[src/cache_dram_pkg.sv]
// shared widths, DMA packet struct and DRAM channel address union
`default_nettype none

package cache_dram_pkg;

  // data and cache side
  localparam int data_width_c        = 32;
  localparam int cache_addr_width_c  = 16;
  localparam int byte_offset_width_c = 2;

  // word address width inside one cache
  localparam int cache_word_width_c = cache_addr_width_c - byte_offset_width_c;

  // channel address fields
  localparam int bg_width_c   = 1;
  localparam int bank_width_c = 2;
  localparam int row_width_c  = 13;
  localparam int col_width_c  = 6;

  // channel word index, everything above the byte offset
  localparam int dram_word_addr_width_c =
    row_width_c + bg_width_c + bank_width_c + col_width_c;

  // covers the whole channel word space, so any cache id fits
  localparam int dram_words_c = 2 ** dram_word_addr_width_c;

  // block request from a cache
  typedef struct packed {
    logic                          write_not_read;
    logic [cache_addr_width_c-1:0] addr;
  } dma_pkt_s;

  // field order as seen by the controller
  typedef struct packed {
    logic [bg_width_c-1:0]          bg;
    logic [bank_width_c-1:0]        ba;
    logic [row_width_c-1:0]         ro;
    logic [col_width_c-1:0]         co;
    logic [byte_offset_width_c-1:0] byte_offset;
  } dram_ctrl_addr_s;

  // field order as seen by the channel memory
  typedef struct packed {
    logic [row_width_c-1:0]         ro;
    logic [bg_width_c-1:0]          bg;
    logic [bank_width_c-1:0]        ba;
    logic [col_width_c-1:0]         co;
    logic [byte_offset_width_c-1:0] byte_offset;
  } dram_mem_addr_s;

  // one 24-bit address word, two decodings
  typedef union packed {
    dram_ctrl_addr_s ctrl;
    dram_mem_addr_s  mem;
  } dram_ch_addr_u;

endpackage

`default_nettype wire

[src/dram_xfer_ctrl.sv]
// transaction FSM, channel address mapping and beat counting for the granted cache
`timescale 1ns/100ps
`default_nettype none

module dram_xfer_ctrl
  import cache_dram_pkg::*;
#(
  parameter int num_cache_p           = 2,
  parameter int block_size_in_words_p = 8,
  localparam int idx_width_lp  = (num_cache_p > 1) ? $clog2(num_cache_p) : 1,
  localparam int beat_width_lp =
    (block_size_in_words_p > 1) ? $clog2(block_size_in_words_p) : 1
) (
  input  logic                                     core_clk,
  input  logic                                     rst_i,

  input  logic                                     grant_v_i,
  input  logic [idx_width_lp-1:0]                  grant_idx_i,

  input  dma_pkt_s [num_cache_p-1:0]               dma_pkt_i,
  output logic [num_cache_p-1:0]                   dma_pkt_yumi_o,

  input  logic [num_cache_p-1:0][data_width_c-1:0] dma_data_i,
  input  logic [num_cache_p-1:0]                   dma_data_v_i,
  output logic [num_cache_p-1:0]                   dma_data_yumi_o,

  output logic [num_cache_p-1:0][data_width_c-1:0] dma_data_o,
  output logic [num_cache_p-1:0]                   dma_data_v_o,
  input  logic [num_cache_p-1:0]                   dma_data_ready_i,

  output logic                                     mem_req_v_o,
  output logic                                     mem_write_not_read_o,
  output dram_ch_addr_u                            mem_ch_addr_o,
  output logic [data_width_c-1:0]                  mem_wdata_o,
  input  logic                                     mem_req_yumi_i,

  input  logic [data_width_c-1:0]                  mem_rdata_i,
  input  logic                                     mem_rdata_v_i,

  output logic                                     xfer_done_o
);

  typedef enum logic [2:0] {
    st_idle,
    st_accept,
    st_write,
    st_read_issue,
    st_read_wait
  } state_e;

  state_e                             state_r;
  state_e                             state_n;
  dma_pkt_s                           pkt_r;
  logic [beat_width_lp-1:0]           beat_r;
  logic [data_width_c-1:0]            rdata_r;
  logic                               rdata_v_r;

  logic                               last_beat;
  logic                               wr_beat_done;
  logic                               rd_beat_done;
  logic [dram_word_addr_width_c-1:0]  word_idx;

  assign last_beat    = (beat_r == beat_width_lp'(block_size_in_words_p - 1));
  assign wr_beat_done = (state_r == st_write) & mem_req_yumi_i;
  assign rd_beat_done = (state_r == st_read_wait) & rdata_v_r
                      & dma_data_ready_i[grant_idx_i];
  assign xfer_done_o  = (wr_beat_done | rd_beat_done) & last_beat;

  always_comb begin
    state_n = state_r;
    case (state_r)
      st_idle:       if (grant_v_i) state_n = st_accept;
      st_accept:     state_n = dma_pkt_i[grant_idx_i].write_not_read ? st_write : st_read_issue;
      st_write:      if (wr_beat_done && last_beat) state_n = st_idle;
      st_read_issue: if (mem_req_yumi_i) state_n = st_read_wait;
      st_read_wait:  if (rd_beat_done) state_n = last_beat ? st_idle : st_read_issue;
      default:       state_n = st_idle;
    endcase
  end

  always_ff @(posedge core_clk) begin
    if (rst_i) begin
      state_r   <= st_idle;
      beat_r    <= '0;
      rdata_v_r <= 1'b0;
    end else begin
      state_r <= state_n;
      if (state_r == st_accept) begin
        beat_r <= '0;
      end else if (wr_beat_done || rd_beat_done) begin
        beat_r <= beat_r + 1'b1;
      end
      // read word held here until the cache takes it
      if (mem_rdata_v_i) begin
        rdata_v_r <= 1'b1;
      end else if (rd_beat_done) begin
        rdata_v_r <= 1'b0;
      end
    end
  end

  always_ff @(posedge core_clk) begin
    if (state_r == st_accept) begin
      pkt_r <= dma_pkt_i[grant_idx_i];
    end
    if (mem_rdata_v_i) begin
      rdata_r <= mem_rdata_i;
    end
  end

  // cache id selects a disjoint slice of the channel
  assign word_idx =
      ((dram_word_addr_width_c)'(grant_idx_i) << cache_word_width_c)
    + (dram_word_addr_width_c)'(pkt_r.addr[cache_addr_width_c-1:byte_offset_width_c])
    + (dram_word_addr_width_c)'(beat_r);

  // column lowest, then bank, bank group, row
  always_comb begin
    mem_ch_addr_o         = '0;
    mem_ch_addr_o.ctrl.co = word_idx[col_width_c-1:0];
    mem_ch_addr_o.ctrl.ba = word_idx[col_width_c +: bank_width_c];
    mem_ch_addr_o.ctrl.bg = word_idx[col_width_c + bank_width_c +: bg_width_c];
    mem_ch_addr_o.ctrl.ro = word_idx[col_width_c + bank_width_c + bg_width_c +: row_width_c];
  end

  assign mem_req_v_o = ((state_r == st_write) & dma_data_v_i[grant_idx_i])
                     | (state_r == st_read_issue);
  assign mem_write_not_read_o = (state_r == st_write);
  assign mem_wdata_o          = dma_data_i[grant_idx_i];

  // only the granted cache sees handshakes and data
  always_comb begin
    for (int c = 0; c < num_cache_p; c++) begin
      if (grant_idx_i == idx_width_lp'(c)) begin
        dma_pkt_yumi_o[c]  = (state_r == st_accept);
        dma_data_yumi_o[c] = wr_beat_done;
        dma_data_v_o[c]    = (state_r == st_read_wait) & rdata_v_r;
        dma_data_o[c]      = rdata_r;
      end else begin
        dma_pkt_yumi_o[c]  = 1'b0;
        dma_data_yumi_o[c] = 1'b0;
        dma_data_v_o[c]    = 1'b0;
        dma_data_o[c]      = '0;
      end
    end
  end

endmodule

`default_nettype wire

[config.mk]
export PLATFORM = sky130hd
export DESIGN_NAME = dram_xfer_ctrl
export DESIGN_NICKNAME = d
export VERILOG_FILES = /design/src/cache_dram_pkg.sv /design/src/dram_xfer_ctrl.sv
export SDC_FILE = /design/constraint.sdc
export NUM_CORES = 1
export LEC_CHECK = 0
export BUFFER_PORTS_ARGS = -buffer_cell sky130_fd_sc_hd__buf_4
export CORE_AREA = 3 3 104 106
export DETAILED_ROUTE_END_ITERATION = 8
export DIE_AREA = 0 0 107 109
export GPL_TIMING_DRIVEN = 0
export MAX_ROUTING_LAYER = met4
export PLACE_DENSITY = 0.72
export SYNTH_ARGS = -nofsm -noshare
export SYNTH_HDL_FRONTEND = slang
export SYNTH_SLANG_ARGS = --single-unit
[constraint.sdc]
create_clock -name core_clk -period 2.5 [get_ports core_clk]
set_clock_uncertainty 0.15 [all_clocks]
set_input_delay 0.375 -clock core_clk [delete_from_list [all_inputs] [get_ports core_clk]]
set_output_delay 0.375 -clock core_clk [all_outputs]
set_load 0.005 [all_outputs]
==> results of run 1 <==
logic make-up after synthesis:
| logic type | synth area share, % |
|---|---|
| simple gates | 19.7 |
| flops | 47.0 |
| mux | 17.7 |
| buf+inv | 4.84 |
| compound gates | 4.26 |
| xor+xnor | 3.79 |
| fa+ha+maj | 2.55 |
| other cells | 0.116 |
synth_stat cells (2+ instances only):
cell type | instances | area, sq um
a21oi_1 | 5 | 25.0
and2_1 | 34 | 213
and3_1 | 4 | 25.0
and4_1 | 2 | 17.5
buf_2 | 5 | 25.0
buf_4 | 11 | 82.6
clkbuf_1 | 7 | 26.3
dfxtp_1 | 7 | 140
edfxtp_1 | 46 | 1380
ha_1 | 5 | 62.6
inv_1 | 6 | 22.5
mux2_2 | 46 | 518
mux2i_1 | 4 | 40.0
nand2_1 | 7 | 26.3
nand3_1 | 6 | 30.0
nor2_1 | 7 | 26.3
nor2b_1 | 34 | 213
nor3_1 | 2 | 10.0
o21ai_0 | 4 | 20.0
xnor2_1 | 10 | 87.6
xor2_1 | 4 | 35.0
flip-flops by register name (all words and copies together), names as in the netlist:
| name | cells |
|---|---|
| rdata_r | 32 |
| pkt_r | 14 |
| beat_r | 3 |
| rdata_v_r | 1 |
| state_r | 3 |
report_power, final:
part	leakage (nW)	internal [mW]	switching, mW
combinational	2.03	0.455	0.277
sequential	0.501	1.05	0.0542
clock	0.0528	0.296	0.274
total	2.59	1.80	0.606
worst max-delay path by stage:
| stage | endpoint | cells after the start | slack [ps] | startpoint |
|---|---|---|---|---|
| 4_1_cts | mem_ch_addr_o[11] | 8 | -100 | pkt_r[2]$_DFFE_PN_ |
| 5_1_grt | mem_ch_addr_o[11] | 8 | -150 | pkt_r[2]$_DFFE_PN_ |
| 2_1_floorplan | dma_pkt_yumi_o[1] | 4 | 130 | state_r[0]$_SDFFE_PP0P_ |
| 3_5_place_dp | mem_ch_addr_o[11] | 8 | 80 | beat_r[0]$_SDFFE_PP0P_ |
| 6_report | mem_ch_addr_o[9] | 9 | -10 | pkt_r[2]$_DFFE_PN_ |
| 3_3_place_gp | dma_pkt_yumi_o[1] | 5 | -550 | state_r[0]$_SDFFE_PP0P_ |
final cells by class:
type                    instances  area share, %
clock inverters                 2          0.605
repair buffers                262           35.3
multi-input cells             201           29.8
well taps                     133           2.98
plain buffers                  23           2.40
clock buffers                   6           1.30
inverters                       6          0.403
flip-flops and latches         53           27.3
per-stage QoR:
stage / hold WS [ps] / power (mW)
2_1_floorplan: 294 / 1.37
3_3_place_gp: 388 / 1.82
3_5_place_dp: 404 / 1.84
4_1_cts: 82.7 / 2.42
5_1_grt: 71.7 / 2.53
6_report: 89.6 / 2.41
timing repair:
| action | CTS | global route |
|---|---|---|
| setup buffers | 3 | 2 |
| pin swaps | 8 | 7 |
| hold buffers | 0 | 0 |
| resized for setup | 9 | 7 |
| endpoints found under the setup margin | 7 | 12 |
worst max-delay path: stages, from the launching register on:
cell and delay, ps:
edfxtp_1 380, ha_4 150, inv_2 30, fa_2 340
nor2b_2 140, o211a_1 200, buf_4 130, nand2_2 50
xnor2_2 130, buf_4 140
metal layers:
metal / up-vias / share of wire, %
li1: 1500 / -
met3: 12 / 7.9
met1: 1423 / 35
met2: 163 / 56
met4: 0 / 1.7
met5: - / 0
==> results_dict.tcl, run 1 <==
set metrics [dict create \
    wl_per_cell_um 17.0 \
    ys.flop_type "edfxtp_1" \
    min_delay_path_depth 1 \
    clk_path_buf_depth 2 \
    period_share_pct 100 \
    io_buffers 256 \
    tightest_slew_ps 517 \
    critPathMaxFanout 3 \
    clock-root-buffer "clkbuf_8" \
    die_y_um 109 \
    fin_nets 698 \
    max-cap-violations 0 \
    slew_viol_final 0 \
    dp_hpwl_um 9610 \
    via_per_inst 4.52 \
    finalInstanceArea_sq_um 5590 \
    slew_headroom_pct 65.5 \
    multi_input_area_sq_um 1670 \
    clock.fmax_mhz 398 \
    status "finished with violations" \
    synth_area_sq_um 3230 \
    min_path_type "in -> reg" \
    synth_enable_flop_cells 46 \
    numClockSinks 53 \
    required_ps 1980 \
    setup_violations 1 \
    r2r-start "state_r[0]$_SDFFE_PP0P_" \
    grt_usage_pct 18.9 \
    layout_commonest_cell "buf_4" \
    startpoint_type "register" \
    top_usage_layer "met2" \
    grt_pass1_wl_um 16500 \
    area_growth_pct 72.8 \
    violations "negative setup slack" \
    cts_tree "yes" \
    final_cells 686 \
    num_rows 36 \
    place_area_sq_um 5370 \
    path_clk_slew_ps 100 \
    route.vias.total 3098 \
    layout-drive-gt1-share_pct 62.7 \
    use_met3_pct 3.37 \
    p_leak_nw 2.59 \
    fin_crit_ps 2510 \
    rsz0062_at_grt "true" \
    final_antenna_net_count 0 \
    core_sq_um 9860 \
    io-pin-count 269 \
    initial_utilization_pct 32.8 \
    htreeDepth 2 \
    final_cell_mix "buf_4 (272), mux2_2 (46), edfxtp_1 (46)" \
    cp.arrival_ps 1990 \
    regArea_sq_um 1520 \
    gp_congestion 0.864 \
    r2r_setup_slack_ps 840 \
    ys_types 41 \
    min_to "rdata_r[14]$_DFFE_PP_" \
    die_area_sq_um 11700 \
    dr.first_iter.drc_count 132 \
    irDropWorstVdd_mv 0.302 \
    antenna_found_initial 0 \
    place_inst 673 \
    synth-seq-cells 53 \
    fill_cells 854 \
    finalHoldViolations 0 \
    yosysSeqAreaShare_pct 47.0 \
    preCtsSetupSlack_ps 75.1 \
    cts_made_buffers 5 \
    grt_overflow 0 \
    diodes 0 \
    critPathKind "reg -> out" \
    hp-start "mem_rdata_i[14]" \
    grt_pass1_vias 3163 \
    synth_warnings 0 \
    power.density_nw_per_um2 431 \
    cp-end-kind "output pin" \
    setup_tns_ps -12.0 \
    syn-instance-count 276 \
    fin_ws_ps -12.0 \
    die-width_um 107 \
    regToRegEndpoint "pkt_r[5]$_DFFE_PN_" \
    grt_max_degree 34 \
    drt-pass1-iter-count 4 \
    drc 0 \
    grtUsageMet1_pct 19.8 \
    ys_async_sr_fraction_pct 0 \
    use_met2_pct 36.3 \
    wirelength_um 11700 \
    clk_latency_ps 300 \
    synth.avg_cell_area_sq_um 11.7 \
    rr_worst_depth 4 \
    post-route-util_pct 56.6 \
]
No activity file was read; power rests on OpenSTA's default activity.
==> run 2: changes to the inputs <==
Settings changed: REMOVE_ABC_BUFFERS from default to 1, SKIP_LAST_GASP from default to 1.
==> run 2 against run 1 <==
Compared with the run above:
- the flow still finishes with violations (negative setup slack)
- final area down 2.0%
- critical path type unchanged
- register-to-register slack better by 40 ps
- non-clock buffer count down 22
- core utilization down 1.2 points
- sequential share of layout area up 0.57 points
- critical path depth down 1
- global-route usage down 2.2 points
==> results_dict.tcl, run 2 (synthesized netlist as in run 1, its figures left out) <==
set metrics [dict create \
    violations "negative setup slack" \
    fin_crit_ps 2510 \
    cts_tree "yes" \
    io_buffers 256 \
    clk_latency_ps 290 \
    required_ps 1980 \
    clock.fmax_mhz 398 \
    grt_usage_pct 16.7 \
    post-route-util_pct 55.5 \
    cp.arrival_ps 1990 \
    die-width_um 107 \
    p_leak_nw 2.51 \
    dr.first_iter.drc_count 108 \
    layout_commonest_cell "buf_4" \
    cp_top_family "adder cells" \
    cp_cell_sequence "ha_2, inv_2, fa_2, nor2b_2, o211a_1, nand4_1, xnor2_1, buf_4" \
    finalPower_mw 2.47 \
    status "finished with violations" \
    die_y_um 109 \
    antenna_found_initial 0 \
    grt_pass1_vias 2941 \
    cp-end-kind "output pin" \
    irDropWorstVdd_mv 0.249 \
    grt_max_degree 122 \
    clk_path_buf_depth 2 \
    largest-register "rdata_r" \
    layout-drive-gt1-share_pct 62.7 \
    tightest_slew_ps 736 \
    largest_register_ffs 32 \
    gp_congestion 0.819 \
    cts_made_buffers 5 \
    final_cell_mix "buf_4 (261), mux2_2 (46), edfxtp_1 (46)" \
    diodes 0 \
    grt_pass1_wl_um 14800 \
    startpoint_type "register" \
    route.vias.total 2946 \
    clock-root-buffer "clkbuf_8" \
    area_growth_pct 69.2 \
    numClockSinks 53 \
    slowest_stage "edfxtp_1" \
    grt_overflow 0 \
    wirelength_um 10400 \
    power.density_nw_per_um2 451 \
    max-cap-violations 0 \
    num_rows 36 \
    slew_viol_final 0 \
    rsz0062_at_grt "true" \
    max_stage_delay_ps 370 \
    fin_ws_ps -10.7 \
    final_antenna_net_count 0 \
    fin_nets 676 \
    critPathMaxFanout 3 \
    worstPathBufferInverterCount 2 \
    min_path_type "in -> reg" \
    htreeDepth 2 \
    wl_per_cell_um 15.6 \
    critPathKind "reg -> out" \
    io-pin-count 269 \
    core_sq_um 9860 \
    setup_violations 2 \
    die_area_sq_um 11700 \
    dp_hpwl_um 8510 \
    top_regs "rdata_r x32, pkt_r x14" \
    period_share_pct 100 \
    cts_hold_buf 0 \
    via_per_inst 4.44 \
    drt-pass1-iter-count 4 \
    initial_utilization_pct 32.8 \
    drc 0 \
    path_clk_slew_ps 100 \
    slew_headroom_pct 50.9 \
    finalHoldViolations 0 \
]
==> run 2: cell count changes in the layout (fill, tap and decap cells not counted), sizes merged <==
| cell | delta |
|---|---|
| buf | -16 |
| bufinv | +1 |
| clkbuf | -7 |
==> run 2: worst reg2reg max path, cell delays in order, from the launching register on <==
cell	delay (ps)
dfxtp_1	560
inv_1	170
nor3_2	240
buf_6	220
==> run 2: layout make-up <==
cell class                      count  area, sq um
Timing Repair Buffer              263         1980
Clock buffer                        5         68.8
Tap cell                          133          166
Inverter                            6         22.5
Fill cell                         862         4390
Multi-Input combinational cell    201         1640
Sequential cell                    53         1520
Clock inverter                      3         65.1
==> run 2: final timing paths <==
| check | cells past startpoint | endpoint | slack, ps | startpoint |
|---|---|---|---|---|
| max | 8 | mem_ch_addr_o[11] | -10 | pkt_r[2]$_DFFE_PN_ |
| min | 1 | rdata_r[19]$_DFFE_PP_ | 90 | mem_rdata_i[19] |
| max reg2reg | 3 | pkt_r[15]$_DFFE_PN_ | 880 | state_r[0]$_SDFFE_PP0P_ |
| min reg2reg | 2 | rdata_v_r$_SDFFE_PP0P_ | 440 | rdata_v_r$_SDFFE_PP0P_ |
==> run 2: power breakdown <==
group	total, mW	internal [mW]	switching, mW	leakage [nW]
registers	1.11	1.05	0.0610	0.501
clock network	0.669	0.398	0.271	0.0681
logic	0.685	0.438	0.247	1.94
==> run 2: timing repair <==
item,in CTS,in global routing
pin swaps,3,7
endpoints found under the setup margin,8,11
buffers inserted,3,3
resized for setup,7,6
==> run 2: layer usage <==
metal,part of all wire [%],track usage [%],up-vias
li1,-,-,1458
met1,40,20.6,1357
met2,53,27.7,127
met3,7.3,4.32,4
met4,0.49,3.65,0
met5,0,-,-
==> run 2: stage by stage <==
stage / hold slack [ps] / TNS (ps) / worst slack, ps / cells / instance area, sq um
floorplan: 294 / 0 / 35.3 / 260 / 3130
global placement: 372 / -4380 / -548 / 649 / 5220
detailed placement: 403 / -166 / -166 / 650 / 5230
CTS: 79.4 / -141 / -41.1 / 661 / 5410
global route: 66.5 / -530 / -147 / 664 / 5470
finish: 94.7 / -13.4 / -10.7 / 664 / 5470
==> run 3: changes to the inputs <==
Settings changed: CORE_AREA 3 3 104 106 to 4 4 102 104, DIE_AREA 0 0 107 109 to 0 0 106 108, PLACE_DENSITY 0.72 to 0.75.
==> run 3 against run 2 <==
Compared with the run above:
- the run still ends with negative setup slack left
- final cell count decreased by 0.45%
- hold slack got worse by 4.6 ps
- first-iteration DRC count shrank 13%
- combinational power fell by 0.6%
- clock power is 13% lower
- flip-flop and latch count unchanged
- final area down 0.87%
- register-to-register slack got worse by 40 ps
- non-clock buffer count fell by 3
- global-route usage rose by 0.21 points
- via count down 0.37%
- worst setup slack worse by 34 ps
- largest cell class unchanged
- largest power group unchanged
==> results_dict.tcl, run 3 (synthesized netlist as in run 1, its figures left out) <==
set metrics [dict create \
    largest_register_ffs 32 \
    fin_crit_ps 2540 \
    drt-pass1-iter-count 4 \
    area_growth_pct 67.8 \
    wirelength_um 10200 \
    cp.arrival_ps 2020 \
    via_per_inst 4.44 \
    die_y_um 108 \
    slew_headroom_pct 43.4 \
    num_rows 36 \
    min_delay_path_depth 1 \
    slew_viol_final 0 \
    violations "negative setup slack" \
    rr_worst_depth 3 \
    r2r-start "state_r[0]$_SDFFE_PP0P_" \
    path_clk_slew_ps 100 \
    grt_max_degree 122 \
    clk_path_buf_depth 2 \
    grt_pass1_vias 3009 \
    grt_overflow 0 \
    r2r_setup_slack_ps 840 \
    io-pin-count 269 \
    whs_ps 90.1 \
    tightest_slew_ps 848 \
    dr.first_iter.drc_count 94 \
    gp_congestion 0.821 \
    core_sq_um 9550 \
    p_leak_nw 2.49 \
    hp-start "mem_rdata_i[5]" \
    grt_pass1_wl_um 14800 \
    final_cells 661 \
    clk_latency_ps 300 \
    drc 0 \
    initial_utilization_pct 33.9 \
    regToRegEndpoint "pkt_r[9]$_DFFE_PN_" \
    preCtsSetupSlack_ps -167 \
    route.vias.total 2935 \
    fill_cells 818 \
    min_path_type "in -> reg" \
    required_ps 1980 \
    cp-end-kind "output pin" \
    largest-register "rdata_r" \
    startpoint_type "register" \
    final_antenna_net_count 0 \
    setup_violations 2 \
    numClockSinks 53 \
    diodes 0 \
    clock-root-buffer "clkbuf_8" \
    layout_commonest_cell "buf_4" \
    dp_hpwl_um 8360 \
    grt_usage_pct 16.9 \
    critPathKind "reg -> out" \
    finalHoldViolations 0 \
    post-route-util_pct 56.8 \
    clock.fmax_mhz 393 \
    irDropWorstVdd_mv 0.283 \
    power.density_nw_per_um2 437 \
    status "finished with violations" \
    top_regs "rdata_r x32, pkt_r x14" \
    cts_made_buffers 5 \
    setup_tns_ps -72.1 \
    fin_nets 673 \
    max-cap-violations 0 \
    layout-drive-gt1-share_pct 62.1 \
    period_share_pct 102 \
    die-width_um 106 \
    place_inst 650 \
    critPathMaxFanout 3 \
    wl_per_cell_um 15.5 \
    antenna_found_initial 0 \
    die_area_sq_um 11400 \
    cts_tree "yes" \
    final_cell_mix "buf_4 (258), mux2_2 (46), edfxtp_1 (46)" \
    fin_ws_ps -44.6 \
    min_to "rdata_r[5]$_DFFE_PP_" \
    io_buffers 256 \
    htreeDepth 2 \
    rsz0062_at_grt "true" \
]
-- run 3: critical path: stages (launching register included) --
cell	delay [ps]
edfxtp_1	350
ha_2	190
inv_2	40
fa_2	390
nor2b_4	130
o211a_1	190
nand4_1	120
xnor2_1	170
buf_4	130
-- run 3: repair_timing --
item	4_1_cts	5_1_grt
hold buffers	0	0
buffers inserted	2	1
pin swaps	2	9
gates cloned	0	0
resized for setup	6	8
endpoints found under the setup margin	8	12
-- run 3: worst max-delay path by stage --
| stage | startpoint | to | slack, ps | depth (start not counted) |
|---|---|---|---|---|
| after floorplan | state_r[0]$_SDFFE_PP0P_ | dma_pkt_yumi_o[1] | 40 | 3 |
| after global placement | state_r[0]$_SDFFE_PP0P_ | dma_pkt_yumi_o[1] | -530 | 4 |
| after detailed placement | grant_idx_i | xfer_done_o | -170 | 5 |
| after CTS | pkt_r[2]$_DFFE_PN_ | mem_ch_addr_o[11] | -60 | 8 |
| after global routing | pkt_r[2]$_DFFE_PN_ | mem_ch_addr_o[11] | -190 | 8 |
| final | pkt_r[2]$_DFFE_PN_ | mem_ch_addr_o[11] | -40 | 8 |
-- run 3: layer usage --
layer	vias up	share of wire, %	track usage, %
met3	8	8.2	5.55
met2	124	51	28.4
met1	1349	40	20.1
li1	1454	-	-
met4	0	0.87	3.05
met5	-	0	-
-- run 3: cell type report --
class                   count  area (sq um)  share of cell area (%)
clock inverters             2          38.8                   0.715
multi-input cells         201          1640                    30.3
flip-flops and latches     53          1520                    28.1
repair buffers            260          1960                    36.1
well taps                 133           166                    3.07
inverters                   6          22.5                   0.415
clock buffers               6          72.6                    1.34
-- run 3: stage by stage --
stage | power, mW | cell area, sq um
6_report | 2.37 | 5430
5_1_grt | 2.50 | 5430
4_1_cts | 2.39 | 5390
3_5_place_dp | 1.81 | 5230
3_3_place_gp | 1.78 | 5220
2_1_floorplan | 1.33 | 3130
-- run 3: power breakdown --
part	switching (mW)	internal (mW)	leakage [nW]
registers	0.0583	1.05	0.501
clock network	0.278	0.301	0.0554
logic	0.246	0.435	1.93
